==> config.mk <==
export PLATFORM = sky130hd
export DESIGN_NAME = bitrev_buffer
export DESIGN_NICKNAME = d
export VERILOG_FILES = /design/src/design/reorder_pkg.sv /design/src/design/ofdm_pkg.sv /design/src/design/bitrev_buffer.sv
export SDC_FILE = /design/constraint.sdc
export NUM_CORES = 2
export LEC_CHECK = 0
export BUFFER_PORTS_ARGS = -buffer_cell sky130_fd_sc_hd__buf_2
export CAP_MARGIN = 20
export CORE_MARGIN = 2
export CORE_UTILIZATION = 25
export DETAILED_ROUTE_END_ITERATION = 7
export PLACE_DENSITY = 0.48
export SETUP_SLACK_MARGIN = 0.3
export SLEW_MARGIN = 15
export SYNTH_ARGS = -nofsm -noshare
export SYNTH_HDL_FRONTEND = slang
export SYNTH_SLANG_ARGS = --single-unit
==> constraint.sdc <==
create_clock -name clk -period 3.8 [get_ports clk]
set_clock_uncertainty 0.1 [all_clocks]
set_input_delay 0.19 -clock clk [delete_from_list [all_inputs] [get_ports clk]]
set_output_delay 0.19 -clock clk [all_outputs]
set_load 0.05 [all_outputs]
==> src/design/reorder_pkg.sv <==
package reorder_pkg;

    // Half of the ping-pong buffer
    typedef enum logic {
        BANK_A,
        BANK_B
    } bank_t;

    // Read sequencer state
    typedef enum logic [1:0] {
        READ_IDLE,
        READ_A,
        READ_B
    } read_state_t;

endpackage

==> src/design/ofdm_pkg.sv <==
package ofdm_pkg;

    // Fixed point format of one real or imaginary part
    localparam int SAMPLE_WIDTH = 16;

    // OFDM symbol framing
    localparam int SYMBOL_LEN = 80;
    localparam int PREFIX_LEN = 16;
    localparam int FFT_LEN = SYMBOL_LEN - PREFIX_LEN;

    localparam int BIN_ADDR_WIDTH = $clog2(FFT_LEN);
    localparam int SYM_POS_WIDTH = $clog2(SYMBOL_LEN);

    // Receive antennas, each with its own loose sample ports
    localparam int NUM_ANT = 3;

    // One real or imaginary part
    typedef logic signed [SAMPLE_WIDTH-1:0] sample_t;

    // Address within one buffer bank, also the bin index
    typedef logic [BIN_ADDR_WIDTH-1:0] bin_addr_t;

    // Sample position inside a symbol, prefix included
    typedef logic [SYM_POS_WIDTH-1:0] sym_pos_t;

endpackage
==> src/design/bitrev_buffer.sv <==
`timescale 1ns/1ps

module bitrev_buffer (
    input  logic                clk,
    input  logic                rst,
    input  logic                wr_en,
    input  reorder_pkg::bank_t  wr_bank,
    input  ofdm_pkg::bin_addr_t wr_addr,
    input  ofdm_pkg::sample_t   wr_re,
    input  ofdm_pkg::sample_t   wr_im,
    input  logic                rd_en,
    input  reorder_pkg::bank_t  rd_bank,
    input  ofdm_pkg::bin_addr_t rd_addr,
    output ofdm_pkg::sample_t   rd_re,
    output ofdm_pkg::sample_t   rd_im
);
    import ofdm_pkg::*;

    // Bank select is the top address bit
    logic [BIN_ADDR_WIDTH:0] wr_index;
    logic [BIN_ADDR_WIDTH:0] rd_index;

    sample_t mem_re [2*FFT_LEN];
    sample_t mem_im [2*FFT_LEN];

    assign wr_index = {wr_bank, wr_addr};
    assign rd_index = {rd_bank, rd_addr};

    always_ff @(posedge clk) begin
        if (wr_en) begin
            mem_re[wr_index] <= wr_re;
            mem_im[wr_index] <= wr_im;
        end
    end

    // Output reads zero outside a burst
    always_ff @(posedge clk or posedge rst) begin
        if (rst) begin
            rd_re <= '0;
            rd_im <= '0;
        end else if (rd_en) begin
            rd_re <= mem_re[rd_index];
            rd_im <= mem_im[rd_index];
        end else begin
            rd_re <= '0;
            rd_im <= '0;
        end
    end

endmodule

After elaboration in Yosys (flattened, before gate mapping)
Memory sizes are Yosys's and may differ from the RTL's.
Index checks and enable logic that the tools add are counted.

operators by class
  muxes and demuxes = 4

operators by type and width
  kind                count
  two-way mux 16 bit  2
  two-way mux 1 bit   2

word-level totals
  output and inout port bits = 32
  input port bits = 50
  RAM bits = 4096
  memories kept = 2
  flip-flop bits (word level) = 32

memories
  name    depth  bits a word  read ports  clocked after Yosys merged registers in  wr ports  RTL line             RTL
  mem_im  128    16           1           0                                        1         bitrev_buffer.sv:24  sample_t mem_im [2*FFT_LEN];
  mem_re  128    16           1           0                                        1         bitrev_buffer.sv:23  sample_t mem_re [2*FFT_LEN];

Depth between registers and ports, before layout
  depth after elaboration = 2
  depth in mapped cells = 11
  depth with buffers taken out = 6

Worst setup path after synthesis
Ideal clock, no wire load.

  path type = input-to-reg
  start = in wr_addr[5]
  end = mem mem_im[120][0] (netlist name) (enable)
  arrival = 2.740 ns
  cell stages on the path = 3
  setup time = 0.461 ns
  path buffers = 0
  setup slack = 0.499 ns
  cells stage by stage = and4_1 > nand3b_1 > nor3_1

RTL lines
  item             RTL line             RTL
  start, declared  bitrev_buffer.sv:8   input ofdm_pkg::bin_addr_t wr_addr,
  end, declared    bitrev_buffer.sv:24

No word-level cell before the write port.

Worst setup path in the final report
  start = mem mem_re[14][3] (netlist name)
  end = reg rd_re[3]

between the ends
  longest elaborated chain between the ends = 2

ends and longest elaborated chain
  item                        RTL line             RTL
  start, declared             bitrev_buffer.sv:23
  memory read (128 x 16 bit)  --
  two-way mux 16 bit          bitrev_buffer.sv:41  end else if (rd_en) begin
  end signal, assigned        bitrev_buffer.sv:42  rd_re <= mem_re[rd_index];
  end, declared               bitrev_buffer.sv:14  output ofdm_pkg::sample_t rd_re,

Every way passes these cells.

==> metrics.txt <==
first-pass GRT wire length=648000 um; Seq cells post-synth=4128; vias in the first global route=76900; insertion delay to the later sink of the worst-skew pair=1070 ps; total gr overflow=0; Final setup viols=0; CTS Sinks=4128; commonest non-fill, non-tap cell in the layout=edfxtp_1; Rows=290; Post-Synth Simple-Gate Area=1.45%; hold_ws=116 ps; synthesis-to-finish area growth=19.3%; RD Place Congestion=0.839; core area=622000 um2; distinct cell type count after synthesis=37; NetSw=21.3 mW; Area contributors post-synth=edfxtp_1, mux4_2, mux2i_1; Sequential Power Share=51.8%; detailed placement HPWL=288000 um; antenna violations before repair=64; P per Cell Area=524 nW/um2; routed vias=76800; Worst Tran Pin Value=1170 ps; fillcell total=59900; DR pass1 iterations=6; Die W=794 um; CTS clock-pin slew for the worst setup and hold paths=60 ps; outcome=finished clean; gr usage total=14.5%; WL final=475000 um; final antenna-violating net count=0; postcts setup bufs=0; Net Sw Frac=21.9%; largest family of logic cells by synthesized area=multiplexers; mux contribution to synthesized area=15.0%; die height=794 um; H-tree depth=5; Synth area leader=edfxtp_1; complex-gate fraction of the synthesized area=2.98%; ys async rst share=0.775%; Max Transition Viols Final=0; Reg area=124000 um2; Initial DRC Count=9869; worst ir drop on vdd=416 uV; RSZ-0062 raised after global routing=no; kind of critical path=reg -> reg; critical path fanouts, max=1; post-synthesis sequential area ratio=79.4%; Synth Instances=6880; Port Buf Inserts=81; clock network fraction of total power=43.4%; DRC Markers=0; DR WL/cell=29.2 um; IO Count=82; most frequent cells in the layout=edfxtp_1, mux4_2, clkbuf_16; fraction of the mapped netlist area in adder cells=0%; Internal=76.1 mW; type of the most critical hold path=in -> reg; Final Cycle Share=92.0%; die area=630000 um2; Critical Path RT=4520 ps; CP endpoint kind=flip-flop; Synth top area share=78.9%; Top FF cell, synth=edfxtp_1; logic gate share of total power=4.8%; Nets=7571; Multi-input gate area=31300 um2; total negative slack=0 ps; Fin. Hold Viols=0; Initial Utilization=25.0%; Clock Path Buffers=4; maxcap violations=0; FMAX=286 MHz; Leakage=57.1 nW; Critical Path Source Type=flip-flop; Slew headroom=22.1%; EDFF count, synth=4096; CTS tree=done; mapped cell area=156000 um2; root buffer cell=clkbuf_16; Yosys Warn Count=0; routed vias/inst=4.73; layout cell share with drive strength beyond 1=27.9%; fin crit period=3500 ps; critical path data arrival time=4210 ps; xor-xnor portion of the synthesized cell area=0%; Syn Nets=6930; Avg Synthesized Cell Area=22.7 um2; largest net degree at the start of global routing=129; Num CTS Buffers=432
-- metrics by stage --
stage	util [%]	instance area (um2)	total power [mW]	std cells	worst slack, ps
after floorplan	-	156000	53.4	6880	499
after global placement	27.5	171000	56.0	15400	-749
after detailed placement	27.5	171000	56.1	15400	-591
after CTS	29.9	186000	98.3	16200	324
after global routing	29.9	186000	100	16200	390
final	29.9	186000	97.4	16200	304
-- what timing repair did --
item	4_1_cts	5_1_grt
gates resized for setup	1	0
hold buffers	45	0
hold endpoints to repair	3473	0
setup endpoints to repair	1	0
-- routing by layer --
metal  wire length [um]  global-route usage [%]  share of wire (%)
met1             206000                    20.7                 44
met2             220000                    23.0                 46
met3              37000                    2.81                7.8
met4              11300                    3.36                2.4
met5                 80                       0              0.017
-- power groups by stage --
stage	sequential, mW	clock, mW	combinational, mW
5_1_grt	50.4	44.9	4.94
4_1_cts	50.4	43.2	4.77
2_1_floorplan	51.4	0	1.99
3_3_place_gp	51.4	0	4.63
3_5_place_dp	51.4	0	4.71
6_report	50.4	42.3	4.69
-- final cells by class --
type / count / share of cell area [%]
sequential: 4128 / 66.6
multi-input combinational: 2350 / 16.8
clock buffer: 522 / 6.08
tap: 8322 / 5.60
timing repair buffer: 606 / 3.34
clock inverter: 267 / 1.53
antenna: 30 / 0.0404
inverter: 3 / 0.00605
-- path summary, 6_finish.rpt --
| path | startpoint | end | slack (ps) | cells past startpoint |
|---|---|---|---|---|
| worst max register to register | mem_re[14][3] | rd_re[3] | 300 | 7 |
| worst min register to register | mem_re[112][13] | rd_re[13] | 680 | 3 |
| max in group asynchronous | rst | rd_re[11] | 2640 | 5 |
| min in group asynchronous | rst | rd_re[7] | 400 | 5 |
| worst min-delay path | wr_addr[3] | mem_re[28][14] | 120 | 4 |
| worst max-delay path | mem_re[14][3] | rd_re[3] | 300 | 7 |
-- registers in the layout, summed over array words and instances, names as in the netlist --
name / count
mem_re: 2048
rd_im: 16
mem_im: 2048
rd_re: 16
-- cell usage after synthesis, types with 9 or more instances --
master    number
a21oi_1       25
a221oi_1      49
a22oi_1      431
a32oi_1       23
a41oi_1       24
and2_1         9
and3_1        11
buf_1         32
buf_2        166
buf_4         11
clkbuf_1     184
dfrtp_1       32
edfxtp_1    4096
mux2_2        31
mux2i_1      393
mux4_2       847
nand2_1       27
nand3_1       91
nand4_1       90
nor2_1       156
nor2b_1       16
nor3_1        27
o21ai_0       49
-- logic make-up after synthesis --
kind of cell | count (synthesis)
mux | 1271
compound gates | 625
buf+inv | 402
simple gates | 454
flops | 4128
-- worst max-delay path: stages, from the launching register on --
cell and delay, ps:
edfxtp_1 370, mux4_2 460, a22oi_1 440, nand4_1 640
buf_4 380, nor3_2 540, buf_4 280, a41oi_1 130
No activity file was read; power rests on OpenSTA's default activity.
