$ cat src/design/ofdm_pkg.sv
package ofdm_pkg;

    // Fixed point format of one real or imaginary part
    localparam int SAMPLE_WIDTH = 16;

    // OFDM symbol framing
    localparam int SYMBOL_LEN = 80;
    localparam int PREFIX_LEN = 16;
    localparam int FFT_LEN = SYMBOL_LEN - PREFIX_LEN;

    localparam int BIN_ADDR_WIDTH = $clog2(FFT_LEN);
    localparam int SYM_POS_WIDTH = $clog2(SYMBOL_LEN);

    // Receive antennas, each with its own loose sample ports
    localparam int NUM_ANT = 3;

    // One real or imaginary part
    typedef logic signed [SAMPLE_WIDTH-1:0] sample_t;

    // Address within one buffer bank, also the bin index
    typedef logic [BIN_ADDR_WIDTH-1:0] bin_addr_t;

    // Sample position inside a symbol, prefix included
    typedef logic [SYM_POS_WIDTH-1:0] sym_pos_t;

endpackage
$ cat src/design/prefix_remover.sv
`timescale 1ns/1ps

module prefix_remover (
    input  logic             clk,
    input  logic             rst,
    input  logic             in_valid,
    input  ofdm_pkg::sample_t sig0_re,
    input  ofdm_pkg::sample_t sig0_im,
    input  ofdm_pkg::sample_t sig1_re,
    input  ofdm_pkg::sample_t sig1_im,
    input  ofdm_pkg::sample_t sig2_re,
    input  ofdm_pkg::sample_t sig2_im,
    output logic             keep_valid,
    output ofdm_pkg::sample_t keep0_re,
    output ofdm_pkg::sample_t keep0_im,
    output ofdm_pkg::sample_t keep1_re,
    output ofdm_pkg::sample_t keep1_im,
    output ofdm_pkg::sample_t keep2_re,
    output ofdm_pkg::sample_t keep2_im
);
    import ofdm_pkg::*;

    sym_pos_t sym_pos;
    logic     pos_last;
    logic     in_prefix;

    assign pos_last = (sym_pos == sym_pos_t'(SYMBOL_LEN - 1));
    assign in_prefix = (sym_pos < sym_pos_t'(PREFIX_LEN));

    // Symbol position counts from the first valid sample after reset
    always_ff @(posedge clk or posedge rst) begin
        if (rst) begin
            sym_pos <= '0;
            keep_valid <= 1'b0;
        end else begin
            keep_valid <= in_valid && !in_prefix;
            if (in_valid) begin
                if (pos_last) begin
                    sym_pos <= '0;
                end else begin
                    sym_pos <= sym_pos + sym_pos_t'(1);
                end
            end
        end
    end

    // Sample registers qualified by keep_valid downstream
    always_ff @(posedge clk or posedge rst) begin
        if (rst) begin
            keep0_re <= '0;
            keep0_im <= '0;
            keep1_re <= '0;
            keep1_im <= '0;
            keep2_re <= '0;
            keep2_im <= '0;
        end else if (in_valid) begin
            keep0_re <= sig0_re;
            keep0_im <= sig0_im;
            keep1_re <= sig1_re;
            keep1_im <= sig1_im;
            keep2_re <= sig2_re;
            keep2_im <= sig2_im;
        end
    end

    a_pos_range: assert property (
        @(posedge clk) disable iff (rst)
        sym_pos <= sym_pos_t'(SYMBOL_LEN - 1)
    );

endmodule

$ cat config.mk
export PLATFORM = sky130hd
export DESIGN_NAME = prefix_remover
export DESIGN_NICKNAME = d
export VERILOG_FILES = /design/src/design/ofdm_pkg.sv /design/src/design/prefix_remover.sv
export SDC_FILE = /design/constraint.sdc
export NUM_CORES = 1
export LEC_CHECK = 0
export ABC_CLOCK_PERIOD_IN_PS = 10800
export CAP_MARGIN = 20
export CORE_MARGIN = 2
export CORE_UTILIZATION = 55
export CTS_BUF_LIST = sky130_fd_sc_hd__clkbuf_8
export DETAILED_ROUTE_END_ITERATION = 10
export DONT_BUFFER_PORTS = 1
export PLACE_DENSITY = 0.75
export SLEW_MARGIN = 20
export SYNTH_ARGS = -nofsm -noshare
export SYNTH_HDL_FRONTEND = slang
export SYNTH_SLANG_ARGS = --single-unit
$ cat constraint.sdc
create_clock -name clk -period 10.8 [get_ports clk]
set_input_delay 2.16 -clock clk [delete_from_list [all_inputs] [get_ports clk]]
set_output_delay 2.16 -clock clk [all_outputs]
set_load 0.1 [all_outputs]
==> Word level (Yosys, flattened, before mapping) <==
Index checks and enable logic that the tools add are counted.
{ "word_totals": {"reg_bits": 104, "out_inout_bits": 97, "word_cells": 14} }
{ "classes": {"addsub": 1, "magnitude_cmp": 1, "eq_ne": 1, "n_mux": 1, "n_reduce_logical": 2} }
{ "ops": {"columns": ["cell", "count"], "rows": [
  ["$add A7 B1 Y7 const B", 1],
  ["$eq A7 B7 Y1 const B", 1],
  ["$lt A7 B5 Y1 const B", 1],
  ["$mux W7", 1],
  ["$logic_and A1 B1 Y1", 1],
  ["$logic_not A1 Y1", 1]
]} }

==> Depth between registers and ports, before layout <==
{ "logic_depth": {"depth_word": 3, "depth_mapped": 5, "mapped_depth_nobuf": 4} }

==> Least setup slack after synthesis <==
Ideal clock, no wire load.
{ "synth_path": {"kind": "register to output", "from": "register keep0_im[0]", "to": "output keep0_im[0]", "arrival_ns": 0.895, "t_required_ns": 8.640, "slack_ns": 7.745, "path_stages_with_launch": 1, "n_path_buf": 0, "path_cell_list": "dfrtp_1"} }
{ "synth_lines": {"columns": ["element", "line_no", "rtl"], "rows": [
  ["from (decl)", "prefix_remover.sv:15", "output ofdm_pkg::sample_t keep0_im,"],
  ["from (signal assigned)", "prefix_remover.sv:58", "keep0_im <= sig0_im;"]
]} }
No word-level cell between the ends.

==> Worst setup path in the final report <==
{ "layout_path": {"from": "register keep1_re[2]", "to": "output keep1_re[2]"} }
{ "layout_lines": {"columns": ["element", "line_no", "rtl"], "rows": [
  ["from (decl)", "prefix_remover.sv:16", "output ofdm_pkg::sample_t keep1_re,"],
  ["from (signal assigned)", "prefix_remover.sv:59", "keep1_re <= sig1_re;"]
]} }
No word-level cell between the ends.

==> impl_metrics.yaml <==
timing:
  rsz0062_at_grt: "no"
  skew_ps: 10.1
  period_share_pct: 32.3
  fmax_mhz: 286
  whs_ps: 545
  finalSetupViolCount: 0
  worst_slew_pin_slew_ps: 963
  final_max_slew_viol_count: 0
  slew-limit-headroom_pct: 35.8
  setup_tns_ps: 0
  report.final.hold_viol_count: 0
  finalCriticalPeriod_ps: 3490
layout:
  layout.nets: 339
  design_area_um2: 4180
  fin_util_pct: 61.2
  regArea_um2: 2600
  fillCellCount: 536
  n_antenna_cell: 0
  area_growth_syn_to_layout_pct: 6.51
  final_cells: 339
  drive_gt1_share_pct: 46.9
  multiInputGateArea_um2: 1250
clock_tree:
  clock-sinks: 104
  postCtsSetupBuffers: 0
  hold_buffers: 0
  clockBufferDepth: 2
  htree_levels: 3
  clock-root-buffer: "clkbuf_8"
  insertion_delay_ps: 350
  cts_buffers: 9
  cts_tree: "yes"
  path_clk_slew_ps: 90
  cts_resized: 0
drt:
  wl_per_cell_um: 20.5
  wl_um: 6940
  drt_iter0_drc: 51
  via_per_inst: 5.58
  antenna_left: 0
  route.detailed.drc: 0
  vias: 1893
  dr.pass1.iters: 4
setup_path:
  cp_max_fo: 2
  crit_path_start_kind: "register"
  worstPathArrival_ps: 1330
  crit_path_end_kind: "output pin"
  required_ps: 8640
  crit_type: "register to output pin"
floorplanning:
  coreArea_um2: 6830
  design.die.area_um2: 7820
  rows: 30
  initial_utilization_pct: 57.4
  fp.dieW_um: 88.5
  pin_count: 196
  die_h_um: 88.5
yosys:
  synth_top_cell_area_share_pct: 66.3
  synth_area_um2: 3920
  synth_most_common_cell: "dfrtp_1"
  synth_top_cell_by_area: "dfrtp_1"
  yosysUniqueCellTypes: 19
  seq_area_frac_synth_pct: 66.3
  ys_top_cells_by_count: "dfrtp_1, mux2_2, buf_2, nand2_1, inv_1"
  synth.area.top_cells: "dfrtp_1, mux2_2, buf_2"
  synth_edf_count: 0
  ys_ff_latch: 104
  synth-async-reset-ratio_pct: 100
  avgSynthCellArea_um2: 16.5
  synth_nets: 338
  synth_flop_cell: "dfrtp_1"
  ys_warn_count: 0
  syn_inst: 238
global_routing:
  grt_pass1_wl_um: 9710
  grt.overflow.total: 0
  antenna_found_initial: 0
  grt_max_degree: 104
  grtUsageTotal_pct: 16.8
  grt_pass1_vias: 1979
power_and_ir_drop:
  vdd_drop_max_mv: 0.140
  pwr-share-comb_pct: 7.3
  power_density_nw_per_um2: 253
  internal_power_uw: 586
  switching_share_pct: 44.5
  power.share.sequential_pct: 71.3
  p_sw_uw: 470
  clkPwrFrac_pct: 21.5
  p_leak_nw: 1.77
status:
  run_status: "finished clean"
placement:
  post-dp-hpwl_um: 4930
  dp_cells: 324
  gp_congestion: 0.689
  portBuffers: 0
  place_area_um2: 3990
flow_run:
  max_cap_violations: 0
hold_path:
  hold_class: "register to register"
## power groups by stage
stage / logic [mW] / registers [mW] / clock network [mW]
2_1_floorplan: 0.0762 / 0.748 / 0
3_3_place_gp: 0.0755 / 0.760 / 0
3_5_place_dp: 0.0790 / 0.761 / 0
4_1_cts: 0.0789 / 0.753 / 0.234
5_1_grt: 0.0872 / 0.760 / 0.248
6_report: 0.0769 / 0.752 / 0.227
## area by class of cell
| type | instances | area share, % |
|---|---|---|
| repair buffers | 1 | 0.180 |
| multi-input cells | 120 | 29.9 |
| clock buffers | 9 | 2.96 |
| clock inverters | 6 | 1.47 |
| flip-flops and latches | 104 | 62.3 |
| inverters | 3 | 0.329 |
| well taps | 96 | 2.88 |
## per-layer routing
metal | share of wire, % | GRT usage, %
met4 | 2.0 | 8.68
met5 | 0 | 0
met2 | 47 | 26.3
met1 | 37 | 19.2
met3 | 14 | 8.30
## stage by stage
stage	worst slack [ps]	power, mW
after floorplan	5910	0.824
after global placement	7520	0.835
after detailed placement	7500	0.840
after CTS	7280	1.07
after global routing	7270	1.10
final	7310	1.06
## state kept, by name, summed over array words and instances, names as in the netlist
name / cells
keep2_im: 16
keep0_re: 16
keep0_im: 16
keep1_re: 16
keep_valid: 1
sym_pos: 7
keep2_re: 16
keep1_im: 16
## layout by cell type (no fill, tap or decap), drive strengths merged
| cell type | synthesis | layout |
|---|---|---|
| dfrtp | 104 | 104 |
| clkinv | 0 | 4 |
| a311oi | 1 | 1 |
| bufinv | 0 | 1 |
| nand4bb | 1 | 1 |
| clkinvlp | 0 | 1 |
| inv | 3 | 3 |
| o31ai | 2 | 2 |
| buf | 11 | 1 |
| o211ai | 1 | 1 |
| mux2i | 1 | 1 |
| o31a | 1 | 1 |
| xnor2 | 2 | 2 |
| nand4 | 2 | 2 |
| nor2 | 1 | 1 |
| nand2 | 5 | 5 |
| ha | 1 | 1 |
| a21o | 1 | 1 |
| clkbuf | 0 | 9 |
| mux2 | 97 | 97 |
| nor2b | 2 | 2 |
| o21ai | 2 | 2 |
## logic make-up after synthesis
family | share of synthesized area, %
xor+xnor | 0.447
flops | 66.3
mux | 28.1
buf+inv | 1.82
simple gates | 1.50
fa+ha+maj | 0.319
compound gates | 1.47
## final timing paths
check / startpoint / endpoint / slack, ps / depth (start not counted)
worst max-delay path: keep1_re[2] / keep1_re[2] / 7310 / 0
worst min-delay path: sym_pos[1] / sym_pos[1] / 550 / 1
worst max register to register: keep1_re[2] / keep1_re[2] / 9460 / 1
worst min register to register: sym_pos[1] / sym_pos[1] / 550 / 1
max in group asynchronous: rst / keep0_im[2] / 7970 / 2
min in group asynchronous: rst / keep0_re[3] / 1740 / 1
(Power assumes the default switching activity.)
