==> config.mk <==
export PLATFORM = sky130hd
export DESIGN_NAME = reorder_ctrl
export DESIGN_NICKNAME = d
export VERILOG_FILES = /design/src/design/reorder_pkg.sv /design/src/design/ofdm_pkg.sv /design/src/design/reorder_ctrl.sv
export SDC_FILE = /design/constraint.sdc
export NUM_CORES = 1
export LEC_CHECK = 0
export ABC_AREA = 1
export BUFFER_PORTS_ARGS = -buffer_cell sky130_fd_sc_hd__buf_2
export CORE_MARGIN = 1
export CORE_UTILIZATION = 35
export CTS_BUF_LIST = sky130_fd_sc_hd__clkbuf_4 sky130_fd_sc_hd__clkbuf_8 sky130_fd_sc_hd__clkbuf_16
export DETAILED_ROUTE_END_ITERATION = 8
export PLACE_DENSITY_LB_ADDON = 0.08
export SYNTH_ARGS = -nofsm -noshare
export SYNTH_HDL_FRONTEND = slang
export SYNTH_SLANG_ARGS = --single-unit
==> constraint.sdc <==
create_clock -name clk -period 3 [get_ports clk]
set_input_delay 0.45 -clock clk [delete_from_list [all_inputs] [get_ports clk]]
set_output_delay 0.45 -clock clk [all_outputs]
set_load 0.05 [all_outputs]
==> src/design/reorder_pkg.sv <==
package reorder_pkg;

    // Half of the ping-pong buffer
    typedef enum logic {
        BANK_A,
        BANK_B
    } bank_t;

    // Read sequencer state
    typedef enum logic [1:0] {
        READ_IDLE,
        READ_A,
        READ_B
    } read_state_t;

endpackage

==> src/design/ofdm_pkg.sv <==
package ofdm_pkg;

    // Fixed point format of one real or imaginary part
    localparam int SAMPLE_WIDTH = 16;

    // OFDM symbol framing
    localparam int SYMBOL_LEN = 80;
    localparam int PREFIX_LEN = 16;
    localparam int FFT_LEN = SYMBOL_LEN - PREFIX_LEN;

    localparam int BIN_ADDR_WIDTH = $clog2(FFT_LEN);
    localparam int SYM_POS_WIDTH = $clog2(SYMBOL_LEN);

    // Receive antennas, each with its own loose sample ports
    localparam int NUM_ANT = 3;

    // One real or imaginary part
    typedef logic signed [SAMPLE_WIDTH-1:0] sample_t;

    // Address within one buffer bank, also the bin index
    typedef logic [BIN_ADDR_WIDTH-1:0] bin_addr_t;

    // Sample position inside a symbol, prefix included
    typedef logic [SYM_POS_WIDTH-1:0] sym_pos_t;

endpackage
==> src/design/reorder_ctrl.sv <==
`timescale 1ns/1ps

module reorder_ctrl (
    input  logic                 clk,
    input  logic                 rst,
    input  logic                 keep_valid,
    output logic                 wr_en,
    output reorder_pkg::bank_t   wr_bank,
    output ofdm_pkg::bin_addr_t  wr_addr,
    output logic                 rd_en,
    output reorder_pkg::bank_t   rd_bank,
    output ofdm_pkg::bin_addr_t  rd_addr,
    output logic                 out_valid
);
    import ofdm_pkg::*;
    import reorder_pkg::*;

    bin_addr_t   wr_count;
    logic        wr_last;
    logic        full;
    bank_t       full_bank;
    read_state_t read_state;
    read_state_t full_state;
    logic        rd_last;

    assign wr_en = keep_valid;
    assign wr_last = keep_valid && (wr_count == bin_addr_t'(FFT_LEN - 1));

    // Bit-reversed write address
    always_comb begin
        for (int i = 0; i < BIN_ADDR_WIDTH; i++) begin
            wr_addr[i] = wr_count[BIN_ADDR_WIDTH-1-i];
        end
    end

    // Write side counts kept samples and swaps banks every 64
    always_ff @(posedge clk or posedge rst) begin
        if (rst) begin
            wr_count <= '0;
            wr_bank <= BANK_A;
            full <= 1'b0;
            full_bank <= BANK_A;
        end else begin
            full <= wr_last;
            if (keep_valid) begin
                wr_count <= wr_count + bin_addr_t'(1);
            end
            if (wr_last) begin
                full_bank <= wr_bank;
                wr_bank <= (wr_bank == BANK_A) ? BANK_B : BANK_A;
            end
        end
    end

    // The most recently filled bank is the one to read next
    assign full_state = (full_bank == BANK_A) ? READ_A : READ_B;
    assign rd_last = (rd_addr == bin_addr_t'(FFT_LEN - 1));

    always_ff @(posedge clk or posedge rst) begin
        if (rst) begin
            read_state <= READ_IDLE;
            rd_addr <= '0;
        end else begin
            case (read_state)
                READ_IDLE: begin
                    rd_addr <= '0;
                    if (full) begin
                        read_state <= full_state;
                    end
                end
                default: begin
                    rd_addr <= rd_addr + bin_addr_t'(1);
                    if (rd_last) begin
                        // Go straight on if the other bank has just filled
                        if (full) begin
                            read_state <= full_state;
                        end else begin
                            read_state <= READ_IDLE;
                        end
                    end
                end
            endcase
        end
    end

    assign rd_en = (read_state != READ_IDLE);
    assign rd_bank = (read_state == READ_B) ? BANK_B : BANK_A;

    // Aligned with the registered buffer read
    always_ff @(posedge clk or posedge rst) begin
        if (rst) begin
            out_valid <= 1'b0;
        end else begin
            out_valid <= rd_en;
        end
    end

    a_no_bank_clash: assert property (
        @(posedge clk) disable iff (rst)
        (rd_en && wr_en) |-> (rd_bank != wr_bank)
    );

    a_burst_len: assert property (
        @(posedge clk) disable iff (rst)
        $rose(out_valid) |-> ##(FFT_LEN) !out_valid
    );

endmodule

=== Word level (Yosys, flattened, before mapping) ===
Index checks and enable logic that the tools add are counted.
Widths: inputs -> output; s select.

* Add/sub/neg operators: 2
* Equality and inequality tests: 4
* Muxes and demuxes: 8
* Reductions and logical operators: 5

{| class="wikitable"
|+ Operator list
! operator !! count
|-
| $add 6x1->6 const B || 2
|-
| $eq 6x6->1 const B || 2
|-
| $mux 2 || 5
|-
| $mux 6 || 1
|-
| $reduce_bool 2->1 || 2
|-
| $eq 2x2->1 const B || 1
|-
| $logic_not 2->1 || 1
|-
| $mux 1 || 2
|-
| $ne 2x2->1 const B || 1
|-
| $reduce_and 2->1 || 1
|-
| $logic_and 1x1->1 || 1
|}

* Register bits after elaboration: 18
* Bits of input ports: 3
* Output and inout bits: 17
* Logic and storage cells: 26

=== Longest topological paths before layout ===
* Depth in word-level cells: 4
* Depth in mapped cells: 7
* Gate-level depth less buffers: 7

=== Least setup slack after synthesis ===
No wires, ideal clock.

* Path kind: reg-to-output
* Start: register read_state[1]
* End: output rd_bank
* Arrival time: 1.076 ns
* Data required time: 2.550 ns
* Slack: 1.474 ns
* Cell stages (with the launch flop): 3
* Cell sequence: dfrtp_1 > inv_1 > nor2_1

* Cells in the longest elaborated chain, start to end: 2

{| class="wikitable"
|+ Ends and longest elaborated chain
! element !! line !! RTL
|-
| start, declared || reorder_ctrl.sv:22 || <nowiki>read_state_t read_state;</nowiki>
|-
| start signal, assigned || reorder_ctrl.sv:68 || <nowiki>read_state <= full_state;</nowiki>
|-
| start signal, assigned || reorder_ctrl.sv:76 || <nowiki>read_state <= full_state;</nowiki>
|-
| $eq 2x2->1 || reorder_ctrl.sv:87 || <nowiki>assign rd_bank = (read_state == READ_B) ? BANK_B : BANK_A;</nowiki>
|-
| $mux 1 || reorder_ctrl.sv:87 ||
|-
| end, declared || reorder_ctrl.sv:11 || <nowiki>output reorder_pkg::bank_t rd_bank,</nowiki>
|}

Every way passes these cells.

=== Worst setup path after layout ===
* Start: register read_state[1]
* End: output rd_en

* Cells in the longest elaborated chain, start to end: 1

{| class="wikitable"
|+ Ends and longest elaborated chain
! element !! line !! RTL
|-
| $reduce_bool 2->1 || reorder_ctrl.sv:86 || <nowiki>assign rd_en = (read_state != READ_IDLE);</nowiki>
|-
| end, declared || reorder_ctrl.sv:10 || <nowiki>output logic rd_en,</nowiki>
|}

Every way passes these cells.

==> metrics.cfg <==
[sta]
finalHoldViolCount=0
worst_clock_skew_ps=5.341
fin_ws_ps=1303
setup_violations=0
post-route-min-period_ps=1697
tns_ps=0
period_share_pct=56.55
fmax_ghz=0.5894
rsz0062_at_grt=no
relSlewSlack_pct=52.19
drv_slew=0
tightest_slew_ps=716.3

[cts]
ctsResizeCount=0
clk_pin_slew_ps=110
cts-root-buf=clkbuf_4
clk_latency_ps=290
cts_tree=built
cts-htree-levels=1
cts-buffers-inserted=3
cts_sinks=18
cts_buffer_depth=2
cts_setup_buffers=0
cts_hold_buf=0

[finish]
fin_nets=120
nFillCells=238
antennaDiodeCount=0
final_core_util_pct=44.43
syn2layout_area_growth_pct=19.07
drive_gt1_share_pct=27.19

[grt]
grt_pass1_wl_um=2442
track_usage_pct=13.26
grt_pass1_vias=586
antenna_found_initial=0
grt-ovfl-total=0
grt_start_max_net_pins=19

[floorplanning]
rows=17
start_util_pct=37.31
fp.dieArea_mm2=0.002580
die_x_um=50.80
coreArea_mm2=0.002233
die_y_um=50.80
io_pins=20

[worst_setup_path]
path_buf_inv=2
reg2regPathDepth=7
critPathTopFamily=flip-flops
reg2reg_setup_slack_ps=1770
crit_cells=3
critPathCaptureType=output port
crit_fanout=7
max_stage_delay_ps=440
worst_ep_required_time_ps=2550
worstSetupStartpointType=flip-flop
arrival_ps=1250
crit_type=flip-flop to output port
crit_chain=nor2_4 > inv_2 > buf_2
critPathSlowestCell=dfrtp_1

[place]
globalplace.congestion=0.7733
port_buffers=19
dp_slack_ps=1634
dp_hpwl_um=1013

[yosys]
synth_edf_count=0
synth_common_cells=nand2_1 (25), dfrtp_1 (18), inv_1 (12)
seq_area_frac_synth_pct=54.05
yosys.area.top_type=dfrtp_1
async_flop_share_pct=100.0
synthTopCellsByArea=dfrtp_1 (54%), nand2_1 (11%), inv_1 (5.4%)
yosys_most_used_dff=dfrtp_1
synth_most_common_cell=nand2_1
synth_cells=92
yosys_register_bits=18
avgSynthCellArea_um2=9.058
syn_area_um2=833.3
yosysWarningCount=0
synth.distinct_cells=17
synth_top_cell_area_share_pct=54.05
synthesis.nets=97

[pwr]
fin_total_pwr_uw=990.9
peakVddDrop_uv=503.8
p_leak_uw=0.0005330
p_per_area_mw_per_mm2=998.7

[route]
post_drt_wl_per_cell_um=10.30
antenna_left=0
viasPerCell=4.465
wl_um=1463
vias=634
drt_first_pass_iters=3
drc=0
drt_iter0_drc=4

[status]
status=finished clean

[worst_hold_path]
hp-class=input pin to async pin

[flow_run]
cap_violations=0

==> final timing paths <==
path,endpoint,startpoint
max,rd_en,read_state[1]$_DFFE_PP0P_
min,wr_count[5]$_DFFE_PP0P_,rst
max reg2reg,read_state[1]$_DFFE_PP0P_,rd_addr[0]$_DFF_PP0_
min reg2reg,full_bank$_DFFE_PP0P_,full_bank$_DFFE_PP0P_
max in group asynchronous,rd_addr[3]$_DFF_PP0_,rst
min in group clk,wr_count[0]$_DFFE_PP0P_,keep_valid
==> per-stage QoR <==
stage / instance area, um^2 / cells / hold slack (ps)
after floorplan: 833.3 / 92 / 388.6
after global placement: 955.9 / 138 / 495.7
after detailed placement: 955.9 / 138 / 496.8
after CTS: 992.2 / 142 / 272.6
after global routing: 992.2 / 142 / 303.2
final: 992.2 / 142 / 252.6
==> kinds of logic after synthesis <==
logic type	synth area share, %
xor gates and xnor gates	4.204
muxes	1.351
AOI/OAI and AO/OA	3.304
DFF	54.05
and+or+nand+nor	27.33
buffers and inverters	6.756
adders and majority gates	3.003
==> final cells by class <==
cell class / instances / area (um^2) / share of cell area (%)
multi-input combinational: 60 / 326.6 / 32.91
timing repair buffer: 19 / 95.09 / 9.584
inverter: 13 / 48.80 / 4.918
sequential: 18 / 450.4 / 45.40
clock buffer: 4 / 36.28 / 3.657
tap: 28 / 35.03 / 3.531
==> placed cells by master, fill, tap and decap left out <==
master,netlist,routed
nor2_1,11,11
nor2_4,2,2
ha_1,2,2
inv_1,12,12
nand3_2,3,3
nand2_1,25,25
nand4_1,3,3
buf_2,0,19
nand3_1,3,3
clkbuf_8,0,1
o21a_1,1,1
inv_2,1,1
mux2_2,1,1
o21ai_0,2,2
a21oi_1,2,2
nor2_2,1,1
dfrtp_1,18,18
clkbuf_4,0,3
xor2_1,4,4
==> metal layers <==
metal | track usage [%] | part of all wire (%) | vias to the layer above
met2 | 20.44 | 47 | 12
met3 | 2.727 | 3.2 | 2
met4 | 8.333 | 0.82 | 0
met1 | 16.83 | 49 | 292
li1 | - | - | 328
met5 | 0 | 0 | -
==> power breakdown <==
part	total [uW]	switching, uW	internal (uW)	leakage [uW]
Combinational	446	339	106	0.000278
Clock	152	77.8	73.9	0.0000210
Sequential	394	83.4	310	0.000234
Total	991	501	490	0.000533
==> state kept, by name, summed over array words and instances (netlist names) <==
register and cells:
full_bank 1, rd_addr 6, out_valid 1, full 1
wr_count 6, read_state 2, wr_bank 1
Power figures use the tool's default switching activity.
